--- src/kbd_pkg.sv ---
// shared types for the keyboard-to-console path
// stage structs, fsm state enums, fixed set-2 key codes

package kbd_pkg;

   // ====================
   // stage structs
   // ====================

   // one received ps/2 byte
   typedef struct packed {
      logic       valid;
      // bad start, parity or stop bit
      logic       err;
      logic [7:0] data;
   } ps2_frame_t;

   // one decoded key event
   typedef struct packed {
      logic       valid;
      // break (F0) seen before the code
      logic       released;
      // E0 prefix seen before the code
      logic       extended;
      logic [7:0] code;
   } key_event_t;

   // one character bound for the console
   typedef struct packed {
      logic       valid;
      logic [7:0] ascii;
   } char_t;

   // ====================
   // fsm states
   // ====================

   // frame receiver
   typedef enum logic [1:0] {
      RX_IDLE,
      RX_BITS,
      RX_DONE
   } rx_state_e;

   // prefix tracking in the scan code decoder
   typedef enum logic [1:0] {
      DEC_IDLE,
      DEC_BREAK,
      DEC_EXT,
      DEC_EXT_BREAK
   } dec_state_e;

   // ====================
   // fixed scan codes
   // ====================
   localparam logic [7:0] SC_BREAK  = 8'hF0;
   localparam logic [7:0] SC_EXT    = 8'hE0;
   localparam logic [7:0] SC_LSHIFT = 8'h12;
   localparam logic [7:0] SC_RSHIFT = 8'h59;

endpackage

--- src/ps2_frame_rx.sv ---
// ps/2 frame receiver
// pin synchronizers, falling-edge detect, 11-bit shift, frame checks, stall timeout

module ps2_frame_rx import kbd_pkg::*; #(
   parameter int RX_TIMEOUT = 50000
) (
   input  logic       CLOCK_50,
   input  logic       rst_n,
   input  logic       ps2_clk,
   input  logic       ps2_dat,
   output ps2_frame_t frame
);

   localparam int TW = $clog2(RX_TIMEOUT + 1);

   // ====================
   // pin synchronizers
   // ====================
   logic clk_meta;
   logic clk_sync;
   // third flop, only for edge detect
   logic clk_prev;
   logic dat_meta;
   logic dat_sync;
   logic clk_fall;

   always_ff @(posedge CLOCK_50) begin
      if (!rst_n) begin
         // ps/2 lines idle high
         clk_meta <= 1'b1;
         clk_sync <= 1'b1;
         clk_prev <= 1'b1;
         dat_meta <= 1'b1;
         dat_sync <= 1'b1;
      end else begin
         clk_meta <= ps2_clk;
         clk_sync <= clk_meta;
         clk_prev <= clk_sync;
         dat_meta <= ps2_dat;
         dat_sync <= dat_meta;
      end
   end

   // data is sampled on the falling ps/2 clock
   assign clk_fall = clk_prev & ~clk_sync;

   // ====================
   // frame fsm
   // ====================
   rx_state_e      state;
   logic [3:0]     bit_cnt;
   // start at [0], data [8:1], parity [9], stop [10]
   logic [10:0]    shift;
   logic [TW-1:0]  idle_cnt;
   logic           bad_start;
   logic           bad_parity;
   logic           bad_stop;

   always_ff @(posedge CLOCK_50) begin
      if (!rst_n) begin
         state    <= RX_IDLE;
         bit_cnt  <= '0;
         idle_cnt <= '0;
      end else begin
         case (state)
            RX_IDLE: begin
               idle_cnt <= '0;
               if (clk_fall) begin
                  // start bit taken here
                  bit_cnt <= 4'd1;
                  state   <= RX_BITS;
               end
            end
            RX_BITS: begin
               if (clk_fall) begin
                  idle_cnt <= '0;
                  bit_cnt  <= bit_cnt + 4'd1;
                  // eleventh bit sampled now
                  if (bit_cnt == 4'd10) begin
                     state <= RX_DONE;
                  end
               end else if (idle_cnt == TW'(RX_TIMEOUT - 1)) begin
                  // keyboard stalled so the partial frame is dropped
                  state <= RX_IDLE;
               end else begin
                  idle_cnt <= idle_cnt + 1'b1;
               end
            end
            default: begin
               state <= RX_IDLE;
            end
         endcase
      end
   end

   // frame shift register
   always_ff @(posedge CLOCK_50) begin
      if (clk_fall && state != RX_DONE) begin
         // lsb first so new bits enter at the top
         shift <= {dat_sync, shift[10:1]};
      end
   end

   // frame checks
   assign bad_start  = shift[0];
   assign bad_parity = ~(^shift[9:1]);
   assign bad_stop   = ~shift[10];

   // ====================
   // output register
   // ====================
   always_ff @(posedge CLOCK_50) begin
      if (!rst_n) begin
         frame.valid <= 1'b0;
      end else begin
         // strobe one cycle after the stop bit
         frame.valid <= (state == RX_DONE);
         frame.err   <= bad_start | bad_parity | bad_stop;
         frame.data  <= shift[8:1];
      end
   end

endmodule

--- src/scan_code_decoder.sv ---
// set-2 scan code decoder
// break/extended prefix tracking, one key event per complete sequence

module scan_code_decoder import kbd_pkg::*; (
   input  logic       CLOCK_50,
   input  logic       rst_n,
   input  ps2_frame_t frame,
   output key_event_t key_event
);

   dec_state_e state;
   logic       is_release;
   logic       is_ext;

   // flags for the code that ends the sequence
   assign is_release = (state == DEC_BREAK) || (state == DEC_EXT_BREAK);
   assign is_ext     = (state == DEC_EXT) || (state == DEC_EXT_BREAK);

   // ====================
   // prefix fsm
   // ====================
   always_ff @(posedge CLOCK_50) begin
      if (!rst_n) begin
         state <= DEC_IDLE;
      end else if (frame.valid) begin
         if (frame.err) begin
            // corrupt byte, forget any pending prefix
            state <= DEC_IDLE;
         end else begin
            case (frame.data)
               SC_EXT: begin
                  state <= DEC_EXT;
               end
               SC_BREAK: begin
                  // F0 after E0 keeps the extended flag
                  if (is_ext) begin
                     state <= DEC_EXT_BREAK;
                  end else begin
                     state <= DEC_BREAK;
                  end
               end
               default: begin
                  // plain code closes the sequence
                  state <= DEC_IDLE;
               end
            endcase
         end
      end
   end

   // ====================
   // event register
   // ====================
   always_ff @(posedge CLOCK_50) begin
      if (!rst_n) begin
         key_event.valid <= 1'b0;
      end else begin
         // prefixes and bad frames give no event
         // a repeated make code gives a new press each time
         key_event.valid    <= frame.valid && !frame.err &&
                               (frame.data != SC_EXT) && (frame.data != SC_BREAK);
         key_event.released <= is_release;
         key_event.extended <= is_ext;
         key_event.code     <= frame.data;
      end
   end

endmodule

--- src/ascii_mapper.sv ---
// key event to ascii translation
// shift tracking and set-2 make code lookup

module ascii_mapper import kbd_pkg::*; (
   input  logic       CLOCK_50,
   input  logic       rst_n,
   input  key_event_t key_event,
   output char_t      char
);

   logic  lshift;
   logic  rshift;
   char_t mapped;

   // ====================
   // code table
   // ====================
   // valid field means the code has a mapping
   function automatic char_t map_code(input logic [7:0] code, input logic upper);
      char_t      res;
      logic       letter;
      res    = '0;
      letter = 1'b1;
      case (code)
         8'h1C: res.ascii = "a";
         8'h32: res.ascii = "b";
         8'h21: res.ascii = "c";
         8'h23: res.ascii = "d";
         8'h24: res.ascii = "e";
         8'h2B: res.ascii = "f";
         8'h34: res.ascii = "g";
         8'h33: res.ascii = "h";
         8'h43: res.ascii = "i";
         8'h3B: res.ascii = "j";
         8'h42: res.ascii = "k";
         8'h4B: res.ascii = "l";
         8'h3A: res.ascii = "m";
         8'h31: res.ascii = "n";
         8'h44: res.ascii = "o";
         8'h4D: res.ascii = "p";
         8'h15: res.ascii = "q";
         8'h2D: res.ascii = "r";
         8'h1B: res.ascii = "s";
         8'h2C: res.ascii = "t";
         8'h3C: res.ascii = "u";
         8'h2A: res.ascii = "v";
         8'h1D: res.ascii = "w";
         8'h22: res.ascii = "x";
         8'h35: res.ascii = "y";
         8'h1A: res.ascii = "z";
         default: letter = 1'b0;
      endcase
      if (letter) begin
         res.valid = 1'b1;
         // upper case is 20h below lower case
         if (upper) begin
            res.ascii = res.ascii - 8'h20;
         end
      end else begin
         // digits and controls ignore shift
         res.valid = 1'b1;
         case (code)
            8'h45: res.ascii = "0";
            8'h16: res.ascii = "1";
            8'h1E: res.ascii = "2";
            8'h26: res.ascii = "3";
            8'h25: res.ascii = "4";
            8'h2E: res.ascii = "5";
            8'h36: res.ascii = "6";
            8'h3D: res.ascii = "7";
            8'h3E: res.ascii = "8";
            8'h46: res.ascii = "9";
            8'h29: res.ascii = 8'h20;
            8'h5A: res.ascii = 8'h0D;
            8'h66: res.ascii = 8'h08;
            default: res.valid = 1'b0;
         endcase
      end
      return res;
   endfunction

   assign mapped = map_code(key_event.code, lshift | rshift);

   // ====================
   // shift flags
   // ====================
   always_ff @(posedge CLOCK_50) begin
      if (!rst_n) begin
         lshift <= 1'b0;
         rshift <= 1'b0;
      end else if (key_event.valid && !key_event.extended) begin
         if (key_event.code == SC_LSHIFT) begin
            lshift <= !key_event.released;
         end
         if (key_event.code == SC_RSHIFT) begin
            rshift <= !key_event.released;
         end
      end
   end

   // output only for plain presses with a mapping
   always_ff @(posedge CLOCK_50) begin
      if (!rst_n) begin
         char.valid <= 1'b0;
      end else begin
         char.valid <= key_event.valid && !key_event.extended &&
                       !key_event.released && mapped.valid;
         char.ascii <= mapped.ascii;
      end
   end

endmodule

--- src/char_write_port.sv ---
// console write strobe and board leds
// last-char leds, sticky error led, heartbeat

module char_write_port import kbd_pkg::*; #(
   parameter int HEARTBEAT_DIV = 25000000
) (
   input  logic        CLOCK_50,
   input  logic        rst_n,
   input  char_t       char,
   input  logic        frame_err,
   output logic        avalon_write,
   output logic [31:0] avalon_writedata,
   output logic [7:0]  leds_green,
   output logic        led_heartbeat,
   output logic        led_error
);

   localparam int HW = $clog2(HEARTBEAT_DIV + 1);

   logic [HW-1:0] hb_cnt;

   // ====================
   // console write
   // ====================
   // one-cycle strobe, no wait request on this port
   always_ff @(posedge CLOCK_50) begin
      if (!rst_n) begin
         avalon_write <= 1'b0;
         leds_green   <= 8'h00;
      end else begin
         avalon_write <= char.valid;
         if (char.valid) begin
            avalon_writedata <= {24'h000000, char.ascii};
            leds_green       <= char.ascii;
         end
      end
   end

   // ====================
   // status leds
   // ====================
   always_ff @(posedge CLOCK_50) begin
      if (!rst_n) begin
         led_error     <= 1'b0;
         led_heartbeat <= 1'b0;
         hb_cnt        <= '0;
      end else begin
         // sticky until reset
         if (frame_err) begin
            led_error <= 1'b1;
         end
         if (hb_cnt == HW'(HEARTBEAT_DIV - 1)) begin
            hb_cnt        <= '0;
            led_heartbeat <= ~led_heartbeat;
         end else begin
            hb_cnt <= hb_cnt + 1'b1;
         end
      end
   end

endmodule

--- src/kbd_console_top.sv ---
// board top level for the keyboard-to-console path
// chains receiver, decoder, mapper and write port

module kbd_console_top import kbd_pkg::*; #(
   // ~1 ms without a ps/2 clock edge at 50 MHz
   parameter int RX_TIMEOUT    = 50000,
   // toggle every 0.5 s
   parameter int HEARTBEAT_DIV = 25000000
) (
   input  logic        CLOCK_50,
   input  logic        rst_n,
   input  logic        ps2_clk,
   input  logic        ps2_dat,
   output logic        avalon_write,
   output logic        avalon_address,
   output logic [31:0] avalon_writedata,
   output logic [7:0]  leds_green,
   output logic        led_heartbeat,
   output logic        led_error
);

   ps2_frame_t frame;
   key_event_t key_event;
   char_t      char;
   logic       frame_err;

   // ====================
   // pipeline stages
   // ====================
   ps2_frame_rx #(
      .RX_TIMEOUT(RX_TIMEOUT)
   ) u_rx (
      .CLOCK_50(CLOCK_50),
      .rst_n   (rst_n),
      .ps2_clk (ps2_clk),
      .ps2_dat (ps2_dat),
      .frame   (frame)
   );

   scan_code_decoder u_dec (
      .CLOCK_50 (CLOCK_50),
      .rst_n    (rst_n),
      .frame    (frame),
      .key_event(key_event)
   );

   ascii_mapper u_map (
      .CLOCK_50 (CLOCK_50),
      .rst_n    (rst_n),
      .key_event(key_event),
      .char     (char)
   );

   // bad frame pulse for the error led
   assign frame_err = frame.valid & frame.err;

   char_write_port #(
      .HEARTBEAT_DIV(HEARTBEAT_DIV)
   ) u_port (
      .CLOCK_50        (CLOCK_50),
      .rst_n           (rst_n),
      .char            (char),
      .frame_err       (frame_err),
      .avalon_write    (avalon_write),
      .avalon_writedata(avalon_writedata),
      .leds_green      (leds_green),
      .led_heartbeat   (led_heartbeat),
      .led_error       (led_error)
   );

   // jtag uart data register sits at address 0
   assign avalon_address = 1'b0;

endmodule

--- config.mk ---
export PLATFORM = sky130hd
export DESIGN_NAME = kbd_console_top
export DESIGN_NICKNAME = d
export VERILOG_FILES = /design/src/kbd_pkg.sv /design/src/ps2_frame_rx.sv /design/src/scan_code_decoder.sv /design/src/ascii_mapper.sv /design/src/char_write_port.sv /design/src/kbd_console_top.sv
export SDC_FILE = /design/constraint.sdc
export NUM_CORES = 1
export LEC_CHECK = 0
export BUFFER_PORTS_ARGS = -buffer_cell sky130_fd_sc_hd__buf_2
export CAP_MARGIN = 10
export CORE_MARGIN = 10
export CORE_UTILIZATION = 60
export DETAILED_ROUTE_END_ITERATION = 10
export PLACE_DENSITY = 0.82
export REMOVE_ABC_BUFFERS = 1
export SYNTH_ARGS = -nofsm -noshare
export SYNTH_HDL_FRONTEND = slang
export SYNTH_SLANG_ARGS = --single-unit
--- constraint.sdc ---
create_clock -name CLOCK_50 -period 3 [get_ports CLOCK_50]
set_input_delay 0.6 -clock CLOCK_50 [delete_from_list [all_inputs] [get_ports CLOCK_50]]
set_output_delay 0.6 -clock CLOCK_50 [all_outputs]
set_load 0.02 [all_outputs]
==> qor.csv, run 1 <==
stage,metric,value,unit
power_and_ir_drop,p_sw_share,21.96,%
detailed_routing,detail_route.wl_per_cell,16.16,um
floorplan,coreArea,9109,um^2
logic_synthesis,avgSynthCellArea,9.774,um^2
setup_path,cp_slowest_cell,edfxtp_1,
power_and_ir_drop,switching_power,848.0,uW
sta,finalMaxSlewViolations,0,
detailed_routing,drc_errors,0,
sta,fin_tns_setup,0,ns
final_layout,fin_nets,598,
placement,gp_congestion,0.9456,
setup_path,critPathKind,register to register,
detailed_routing,drt_wl_total,11540,um
logic_synthesis,seq_area_frac_synth,50.12,%
logic_synthesis,syn-cell-area,5552,um^2
detailed_routing,drtAntennaViolNets,0,
logic_synthesis,synth_edf_count,46,
sta,hold_viol_final,0,
logic_synthesis,synth_top_area_share,25.24,%
detailed_routing,viasPerCell,5.728,
final_layout,design_area,6269,um^2
final_layout,final_common_cell,dfxtp_1,
sta,period_minus_slack,2.398,ns
placement,placed_area,5664,um^2
min_path,hold_path_class,input pin to register,
global_routing,grt-ovfl-total,0,
power_and_ir_drop,pwr-share-seq,44.2,%
clock_tree,numCtsBuffers,17,
flow_run,cap_viol_max_count,0,
detailed_routing,drt_first_pass_iters,5,
setup_path,crit_chain,nor2b_1 -> a22o_1 -> a22oi_1 -> nand2_1 -> nor4_1 -> o311ai_0,
logic_synthesis,synthArstFlopShare,0,%
placement,portBuffers,22,
clock_tree,cts_tree,done,
setup_path,start_kind,register,
power_and_ir_drop,power_density,616.0,nW/um^2
global_routing,grt_first_pass_wirelength,19240,um
detailed_routing,vias,4090,
sta,maxSlewHeadroom,51.82,%
floorplan,die_x,116.2,um
sta,rsz0062_at_grt,no,
power_and_ir_drop,combPwrFrac,4.2,%
power_and_ir_drop,p_total,3.861,mW
logic_synthesis,synth_ff_type,dfxtp_1,
logic_synthesis,yosys.area.top_type,dfxtp_1,
setup_path,cp.required,3.22,ns
clock_tree,holdBufCountCts,0,
logic_synthesis,ys_seq_elements,116,
global_routing,antenna_found_initial,0,
clock_tree,path_clk_slew,0.06,ns
logic_synthesis,yosysWarnings,0,
setup_path,slowest_delay,0.81,ns
global_routing,grt_max_degree,37,
sta,setup_violations,0,
clock_tree,clock-sinks,116,
floorplan,die_area,13500,um^2
detailed_routing,drt_iter0_drc,225,
power_and_ir_drop,p_leak,2.311,nW
clock_tree,clock_latency,0.50,ns
floorplan,ios,48,
final_layout,areaGrowthSynthToFinish,12.91,%
sta,max_clock_freq,417.0,MHz
global_routing,grt_usage,17.74,%
logic_synthesis,synthTopCellsByArea,"dfxtp_1, edfxtp_1, nor2_1",
clock_tree,cts_buffer_depth,2,
logic_synthesis,syn_inst,568,
setup_path,cp.arrival,2.62,ns
sta,tightestPinTransition,0.7227,ns
floorplan,rows,35,
clock_tree,htreeDepth,4,
sta,skew,0.008720,ns
placement,place_hpwl,7715,um
clock_tree,post_cts_resize_count,0,
final_layout,layout_common_cells,"dfxtp_1, nor2_1, edfxtp_1, nand2_1, xnor2_1",
setup_path,cp_max_fo,21,
power_and_ir_drop,ir_worst_vdd,0.5376,mV
global_routing,grt_pass1_vias,3951,
logic_synthesis,synth_cell_type_count,61,
final_layout,drive_above_1_share,12.27,%
floorplan,die_h,116.2,um
final_layout,num_antenna_cells,0,
sta,min_period_over_period,79.94,%
clock_tree,postCtsSetupBuffers,0,
power_and_ir_drop,p_clk_share,51.6,%
outcome,status,"finished, final reports clean",
power_and_ir_drop,p_int,3.013,mW
floorplan,start_util,60.95,%
clock_tree,root_buffer,clkbuf_8,
setup_path,cp-end-kind,register,
[cells in the mapped netlist (all sizes together) (2+ instances only)]
| cell | n |
|---|---|
| dfxtp | 70 |
| nor2 | 68 |
| edfxtp | 46 |
| nand2 | 36 |
| buf | 34 |
| xnor2 | 27 |
| nand2b | 22 |
| nand3 | 22 |
| nor2b | 22 |
| a21oi | 20 |
| clkbuf | 18 |
| xor2 | 18 |
| o21ai | 17 |
| nand4 | 14 |
| nor3 | 14 |
| and3 | 12 |
| and2 | 10 |
| inv | 9 |
| mux2i | 9 |
| o22ai | 7 |
| nor4 | 6 |
| and3b | 4 |
| and4 | 4 |
| ha | 4 |
| nand3b | 4 |
| nor3b | 4 |
| o211a | 4 |
| a21boi | 3 |
| a22oi | 3 |
| a32oi | 3 |
| o211ai | 3 |
| a31oi | 2 |
| mux2 | 2 |
| nand4b | 2 |
| nor4b | 2 |
| o2111ai | 2 |
| o21a | 2 |
| or4 | 2 |
[critical path: cells and delay by family (launching register included)]
family / cells / cell delay [ns]
flip-flops: 1 / 0.81
AND/OR/NAND/NOR: 3 / 0.69
AO/OA/AOI/OAI: 3 / 0.63
[state kept, by name (all words and copies together), names as in the netlist]
signal	cells
u_rx.clk_sync	1
u_dec.key_event	11
u_dec.state	2
u_port.led_heartbeat	1
u_rx.dat_sync	1
u_rx.clk_meta	1
u_rx.state	2
u_rx.dat_meta	1
u_port.led_error	1
u_rx.idle_cnt	16
u_map.lshift	1
u_rx.bit_cnt	4
u_port.avalon_write	1
u_port.avalon_writedata	8
u_rx.frame	10
u_rx.clk_prev	1
u_rx.shift	11
u_port.hb_cnt	25
u_map.rshift	1
u_port.leds_green	8
u_map.char	9
[cell type report]
type | count | area [um^2]
Tap cell | 111 | 138.9
Timing Repair Buffer | 30 | 182.7
Multi-Input combinational cell | 415 | 2522
Inverter | 10 | 37.54
Clock inverter | 9 | 85.08
Sequential cell | 116 | 2783
Clock buffer | 23 | 519.2
Fill cell | 677 | 2840
[stage by stage]
step / utilization [%] / worst slack [ns] / std cells / hold WS (ns)
global placement: 62.18 / 0.6826 / 682 / 0.3915
finish: 68.82 / 0.6017 / 714 / 0.2806
floorplan: - / 0.7379 / 541 / 0.3855
detailed placement: 62.18 / 0.6671 / 682 / 0.3966
global route: 68.82 / 0.3821 / 714 / 0.2800
CTS: 68.82 / 0.6574 / 714 / 0.2583
[power by group through the flow]
| stage | Sequential [mW] | Clock (mW) | Combinational [mW] |
|---|---|---|---|
| floorplan | 1.73 | 0 | 0.110 |
| global placement | 1.74 | 0 | 0.158 |
| detailed placement | 1.74 | 0 | 0.159 |
| CTS | 1.71 | 2.03 | 0.161 |
| global route | 1.71 | 2.10 | 0.180 |
| finish | 1.71 | 1.99 | 0.163 |
[logic make-up (layout without fill, tap and decap cells)]
logic type                 after synthesis  in the layout  synth area share (%)
DFF                                    116            116                 50.12
and+or+nand+nor                        254            254                 24.57
AOI/OAI and AO/OA                       75             75                 9.083
muxes                                   11             11                 2.028
buffers and inverters                   62             72                 6.130
xor gates and xnor gates                45             45                 7.099
adders and majority gates                4              4                0.9015
other                                    1             26               0.06755
[routing by layer]
layer | up-vias | GRT usage [%] | wire [um]
met1 | 1952 | 21.41 | 5050
met2 | 116 | 30.60 | 5744
met4 | 0 | 6.088 | 187
met3 | 19 | 3.903 | 556
li1 | 2003 | - | -
met5 | - | 0 | 0
[worst paths after layout]
check	cells after the start	slack, ns	endpoint	start
setup / recovery	6	0.60	u_map.char[5]$_DFFE_PP_	u_dec.key_event[1]$_DFFE_PP_
hold / removal	2	0.28	u_rx.clk_meta$_SDFF_PN1_	ps2_clk
setup reg to reg	6	0.60	u_map.char[5]$_DFFE_PP_	u_dec.key_event[1]$_DFFE_PP_
hold reg to reg	0	0.41	u_rx.shift[10]$_DFFE_PP_	u_rx.dat_sync$_SDFF_PN1_
Note: power is estimated with default switching activity, not from simulation.
==> inputs of run 2 (changes only) <==
clock period = 2.5 ns   (was 3 ns; I/O delays follow)
==> run 2 against run 1 <==
Compared with the run above: worst setup slack lost 0.45 ns; clock skew increased by 0.0012 ns; design area hardly changed; wire length shrank 4.2%; power up 13%; hold slack got worse by 0.095 ns; sequential power up 19%; first-iteration DRC count rose by 48%; sequential share of layout area is essentially flat; largest cell class unchanged.
==> qor.csv, run 2 (same netlist as run 1, synthesis figures left out) <==
stage,metric,value,unit
outcome,status,"finished, final reports clean",
setup_path,cp-end-kind,register,
power_and_ir_drop,power_density,699.6,nW/um^2
setup_path,start_kind,register,
clock_tree,holdBufCountCts,0,
clock_tree,clock_latency,0.50,ns
clock_tree,post_cts_resize_count,0,
sta,period_minus_slack,2.347,ns
global_routing,grt_pass1_vias,3940,
flow_run,cap_viol_max_count,0,
placement,place_hpwl,7814,um
final_layout,largest_reg_flops,25,
setup_path,cp.required,2.76,ns
floorplan,die_x,116.2,um
global_routing,grt_first_pass_wirelength,18480,um
final_layout,final_cell_count_no_fill,725,
final_layout,layout_common_cells,"dfxtp_1, nor2_1, edfxtp_1, nand2_1, xnor2_1",
final_layout,areaGrowthSynthToFinish,12.82,%
final_layout,num_antenna_cells,0,
global_routing,met3_usage,3.801,%
clock_tree,htreeDepth,4,
clock_tree,path_clk_slew,0.06,ns
sta,setup_violations,0,
sta,skew,0.009884,ns
power_and_ir_drop,p_clk_share,48.6,%
detailed_routing,drc_errors,0,
clock_tree,cts_tree,done,
sta,max_clock_freq,426.1,MHz
clock_tree,clock-sinks,116,
placement,gp_congestion,0.9250,
power_and_ir_drop,combPwrFrac,4.8,%
detailed_routing,drt_first_pass_iters,5,
power_and_ir_drop,p_leak,2.322,nW
clock_tree,numCtsBuffers,17,
detailed_routing,drtAntennaViolNets,0,
power_and_ir_drop,switching_power,983.1,uW
final_layout,largestRegisters,"u_port.hb_cnt (25), u_rx.idle_cnt (16)",
placement,dp.cells,693,
global_routing,grt-ovfl-total,0,
global_routing,grt_usage,16.72,%
floorplan,die_h,116.2,um
power_and_ir_drop,p_sw_share,22.43,%
floorplan,coreArea,9109,um^2
min_path,hold_path_class,input pin to register,
detailed_routing,drt_wl_total,11060,um
global_routing,met2_usage,27.08,%
global_routing,busiest_layer,met2,
power_and_ir_drop,ir_worst_vdd,0.5337,mV
sta,tightestPinTransition,0.5369,ns
clock_tree,cts_buffer_depth,2,
floorplan,rows,35,
detailed_routing,vias,4114,
final_layout,drive_above_1_share,13.19,%
global_routing,grt_max_degree,36,
detailed_routing,detail_route.wl_per_cell,15.25,um
global_routing,antenna_found_initial,0,
power_and_ir_drop,pwr-share-seq,46.5,%
sta,finalMaxSlewViolations,0,
final_layout,fin_util,68.76,%
final_layout,fin_nets,609,
sta,rsz0062_at_grt,no,
placement,portBuffers,22,
sta,min_period_over_period,93.87,%
sta,holdWs,0.1852,ns
final_layout,final_common_cell,dfxtp_1,
setup_path,critPathKind,register to register,
sta,maxSlewHeadroom,63.93,%
clock_tree,root_buffer,clkbuf_8,
sta,hold_viol_final,0,
power_and_ir_drop,p_int,3.399,mW
detailed_routing,drt_iter0_drc,333,
clock_tree,postCtsSetupBuffers,0,
final_layout,nFillCells,697,
floorplan,ios,48,
sta,fin_tns_setup,0,ns
detailed_routing,viasPerCell,5.674,
final_layout,top_register,u_port.hb_cnt,
global_routing,use_met1,20.99,%
setup_path,cp.arrival,2.61,ns
floorplan,die_area,13500,um^2
setup_path,cp_max_fo,8,
floorplan,start_util,60.95,%
-- run 2: power by group through the flow --
stage | logic, mW | clock network, mW | registers, mW
after floorplan | 0.132 | 0 | 2.08
after global placement | 0.207 | 0 | 2.08
after detailed placement | 0.207 | 0 | 2.08
after CTS | 0.208 | 2.17 | 2.04
after global routing | 0.232 | 2.26 | 2.04
final | 0.212 | 2.13 | 2.04
-- run 2: critical path, cell delays in order (launching register included) --
cell      delay (ns)
edfxtp_1        0.48
or2_2           0.41
nor3_1          0.49
nand2_1         0.12
nand4b_1        0.15
nor4_1          0.11
o311ai_0        0.36
-- run 2: worst paths after layout --
check | start | endpoint | slack, ns | cells after the start
setup / recovery | u_dec.key_event[6]$_DFFE_PP_ | u_map.char[5]$_DFFE_PP_ | 0.15 | 6
hold / removal | ps2_dat | u_rx.dat_meta$_SDFF_PN1_ | 0.19 | 2
setup reg to reg | u_dec.key_event[6]$_DFFE_PP_ | u_map.char[5]$_DFFE_PP_ | 0.15 | 6
hold reg to reg | u_rx.clk_meta$_SDFF_PN1_ | u_rx.clk_sync$_SDFF_PN1_ | 0.41 | 1
-- run 2: through the flow --
stage                     total power [mW]  instance area [um^2]  setup slack (ns)
after CTS                            4.420                  6264            0.2201
after floorplan                      2.209                  5343            0.2379
after global routing                 4.540                  6264           0.08707
after detailed placement             2.284                  5734            0.3470
final                                4.382                  6264            0.1533
after global placement               2.282                  5734            0.3220
-- run 2: routing by layer --
layer  routed length (um)  up-vias
met3                  632       26
met2                 5216      135
met5                    0        -
met1                 4910     1927
li1                     -     2026
met4                  296        0
-- run 2: final cells by class --
cell class | count | area [um^2] | share of cell area (%)
well taps | 111 | 138.9 | 2.217
multi-input cells | 415 | 2522 | 40.27
clock buffers | 24 | 481.7 | 7.691
inverters | 10 | 37.54 | 0.5993
flip-flops and latches | 116 | 2783 | 44.43
clock inverters | 8 | 47.55 | 0.7591
repair buffers | 41 | 252.7 | 4.035
==> inputs of run 3 (changes only) <==
ABC_AREA = 1   (was default)
GPL_ROUTABILITY_DRIVEN = 1   (was default)
==> run 3 against run 2 <==
Compared with the run above: combinational power down 18%; clock power up 23%; register-to-register slack better by 0.56 ns; worst setup slack better by 0.56 ns; first-iteration DRC count increased by 0.60%; fmax rose by 32%; non-clock buffer count fell by 16.
==> qor.csv, run 3 <==
stage,metric,value,unit
global_routing,antenna_found_initial,0,
clock_tree,holdBufCountCts,0,
setup_path,reg2reg_slack,0.72,ns
detailed_routing,viasPerCell,5.329,
detailed_routing,drc_errors,0,
detailed_routing,drt_first_pass_iters,7,
sta,skew,0.01222,ns
flow_run,cap_viol_max_count,0,
global_routing,grt_pass1_vias,4639,
logic_synthesis,synthTopCellsByArea,"dfxtp_1, edfxtp_1, nand2_1",
sta,rsz0062_at_grt,no,
setup_path,crit_chain,ha_1 -> nand2_1 -> inv_1 -> nand2_1 -> nor2_1 -> nand3_1 -> nand2_2 -> nor3_1,
clock_tree,post_cts_resize_count,0,
final_layout,drive_above_1_share,14.54,%
clock_tree,clock-sinks,116,
detailed_routing,detail_route.wl_per_cell,13.51,um
floorplan,rows,35,
clock_tree,numCtsBuffers,17,
floorplan,die_x,118.7,um
clock_tree,root_buffer,clkbuf_8,
placement,dp_slack,0.7393,ns
global_routing,grt_usage,17.49,%
min_path,hold_depth,2,
final_layout,largest_reg_flops,25,
power_and_ir_drop,ir_worst_vdd,0.5371,mV
logic_synthesis,ys_seq_elements,116,
final_layout,largestRegisters,"u_port.hb_cnt (25), u_rx.idle_cnt (16)",
final_layout,final_common_cell,nand2_1,
sta,fin_tns_setup,0,ns
logic_synthesis,syn_inst,736,
sta,setup_violations,0,
floorplan,ios,48,
placement,gp_congestion,0.9615,
sta,finalWorstSetupSlack,0.7160,ns
setup_path,cp_slowest_cell,dfxtp_1,
sta,hold_viol_final,0,
setup_path,cp_max_fo,25,
setup_path,crit_path_frequent_cell,nand2_1,
clock_tree,cts_buffer_depth,2,
final_layout,layout_common_cells,"nand2_1, nor2_1, inv_1, dfxtp_1, edfxtp_1",
min_path,hold_path_class,input pin to register,
sta,finalMaxSlewViolations,0,
setup_path,cp-end-kind,register,
floorplan,coreArea,9371,um^2
clock_tree,postCtsSetupBuffers,0,
clock_tree,cts_tree,done,
min_path,worstHoldStart,ps2_dat,
final_layout,top_register,u_port.hb_cnt,
detailed_routing,drtAntennaViolNets,0,
setup_path,critPathKind,register to register,
clock_tree,path_clk_slew,0.06,ns
floorplan,die_area,14100,um^2
setup_path,cp.required,2.89,ns
global_routing,grt_max_degree,28,
outcome,status,"finished, final reports clean",
setup_path,start_kind,register,
final_layout,fin_nets,779,
logic_synthesis,synthArstFlopShare,0,%
floorplan,die_h,118.7,um
logic_synthesis,synth_top_area_share,23.95,%
logic_synthesis,synth_edf_count,46,
logic_synthesis,syn-cell-area,5851,um^2
clock_tree,clock_latency,0.52,ns
setup_path,rr_startpoint,u_port.hb_cnt[0]$_SDFF_PP0_,
detailed_routing,vias,4865,
min_path,hold_end,u_rx.dat_meta$_SDFF_PN1_,
logic_synthesis,synth_common_cells,"nand2_1, nor2_1, inv_1",
placement,portBuffers,22,
final_layout,num_antenna_cells,0,
detailed_routing,drt_wl_total,12340,um
global_routing,grt-ovfl-total,0,
power_and_ir_drop,power_density,724.5,nW/um^2
logic_synthesis,avgSynthCellArea,7.949,um^2
floorplan,start_util,62.43,%
final_layout,nFillCells,752,
sta,min_period_over_period,71.36,%
logic_synthesis,yosys.area.top_type,dfxtp_1,
setup_path,cp.arrival,2.17,ns
final_layout,areaGrowthSynthToFinish,13.62,%
logic_synthesis,synth_cell_type_count,40,
logic_synthesis,synth_ff_type,dfxtp_1,
logic_synthesis,seq_area_frac_synth,47.56,%
global_routing,grt_first_pass_wirelength,20930,um
clock_tree,htreeDepth,4,
logic_synthesis,yosysWarnings,0,
sta,period_minus_slack,1.784,ns
setup_path,slowest_delay,0.40,ns
setup_path,ff2ff_path_depth,8,
sta,max_clock_freq,560.5,MHz
logic_synthesis,synth_most_common_cell,nand2_1,
setup_path,rr_endpoint,u_port.hb_cnt[14]$_SDFF_PP0_,
placement,place_hpwl,8835,um
detailed_routing,drt_iter0_drc,335,
power_and_ir_drop,p_leak,2.787,nW
-- run 3: logic make-up after synthesis --
family / Yosys count / synth area share (%)
flip-flops: 116 / 47.56
AO/OA/AOI/OAI: 72 / 6.865
buffers and inverters: 116 / 9.239
XOR/XNOR: 17 / 2.545
other: 1 / 0.06410
AND/OR/NAND/NOR: 410 / 32.87
adder cells (fa/ha/maj): 4 / 0.8555
-- run 3: layer usage --
| metal | vias to the layer above | GRT usage [%] | wire length (um) |
|---|---|---|---|
| met1 | 2238 | 20.42 | 5239 |
| met4 | 0 | 7.863 | 358 |
| met5 | - | 0 | 0 |
| li1 | 2430 | - | - |
| met3 | 36 | 5.378 | 794 |
| met2 | 161 | 28.91 | 5943 |
-- run 3: report_power, final --
group	internal, mW	total [mW]	switching, mW	leakage, nW
clock network	1.73	2.61	0.882	0.311
registers	2.01	2.03	0.0289	1.00
logic	0.0412	0.173	0.131	1.47
-- run 3: cell type report --
type                       count  area [um^2]  area share (%)
tap                          129        161.4           2.428
clock buffer                  17        414.1           6.230
multi-input combinational    529         2621           39.43
clock inverter                15        227.7           3.426
inverter                      82        307.8           4.630
sequential                   116         2783           41.86
timing repair buffer          25        132.6           1.995
-- run 3: worst max path at each step --
stage	start	end	cells after the start
floorplan	u_dec.key_event[1]$_DFFE_PP_	u_map.char[5]$_DFFE_PP_	12
global placement	u_dec.key_event[5]$_DFFE_PP_	u_map.char[5]$_DFFE_PP_	10
detailed placement	u_port.hb_cnt[0]$_SDFF_PP0_	u_port.hb_cnt[14]$_SDFF_PP0_	8
CTS	u_port.hb_cnt[0]$_SDFF_PP0_	u_port.hb_cnt[14]$_SDFF_PP0_	8
global route	u_port.hb_cnt[0]$_SDFF_PP0_	u_port.hb_cnt[14]$_SDFF_PP0_	8
finish	u_port.hb_cnt[0]$_SDFF_PP0_	u_port.hb_cnt[14]$_SDFF_PP0_	8
-- run 3: worst max-delay path: cells and delay by family (launching register included) --
kind,cells,cell delay [ns]
adders and majority gates,1,0.19
buffers and inverters,1,0.13
DFF,1,0.40
and+or+nand+nor,6,0.92
-- run 3: stage by stage --
stage	hold slack (ns)	instance area (um^2)	utilization [%]	cells	total power, mW
2_1_floorplan	0.3855	5712	-	727	2.193
3_3_place_gp	0.3932	6006	64.09	881	2.235
3_5_place_dp	0.3941	6006	64.09	881	2.242
4_1_cts	0.1612	6648	70.93	913	4.829
5_1_grt	0.1540	6648	70.93	913	4.971
6_report	0.1656	6648	70.93	913	4.816
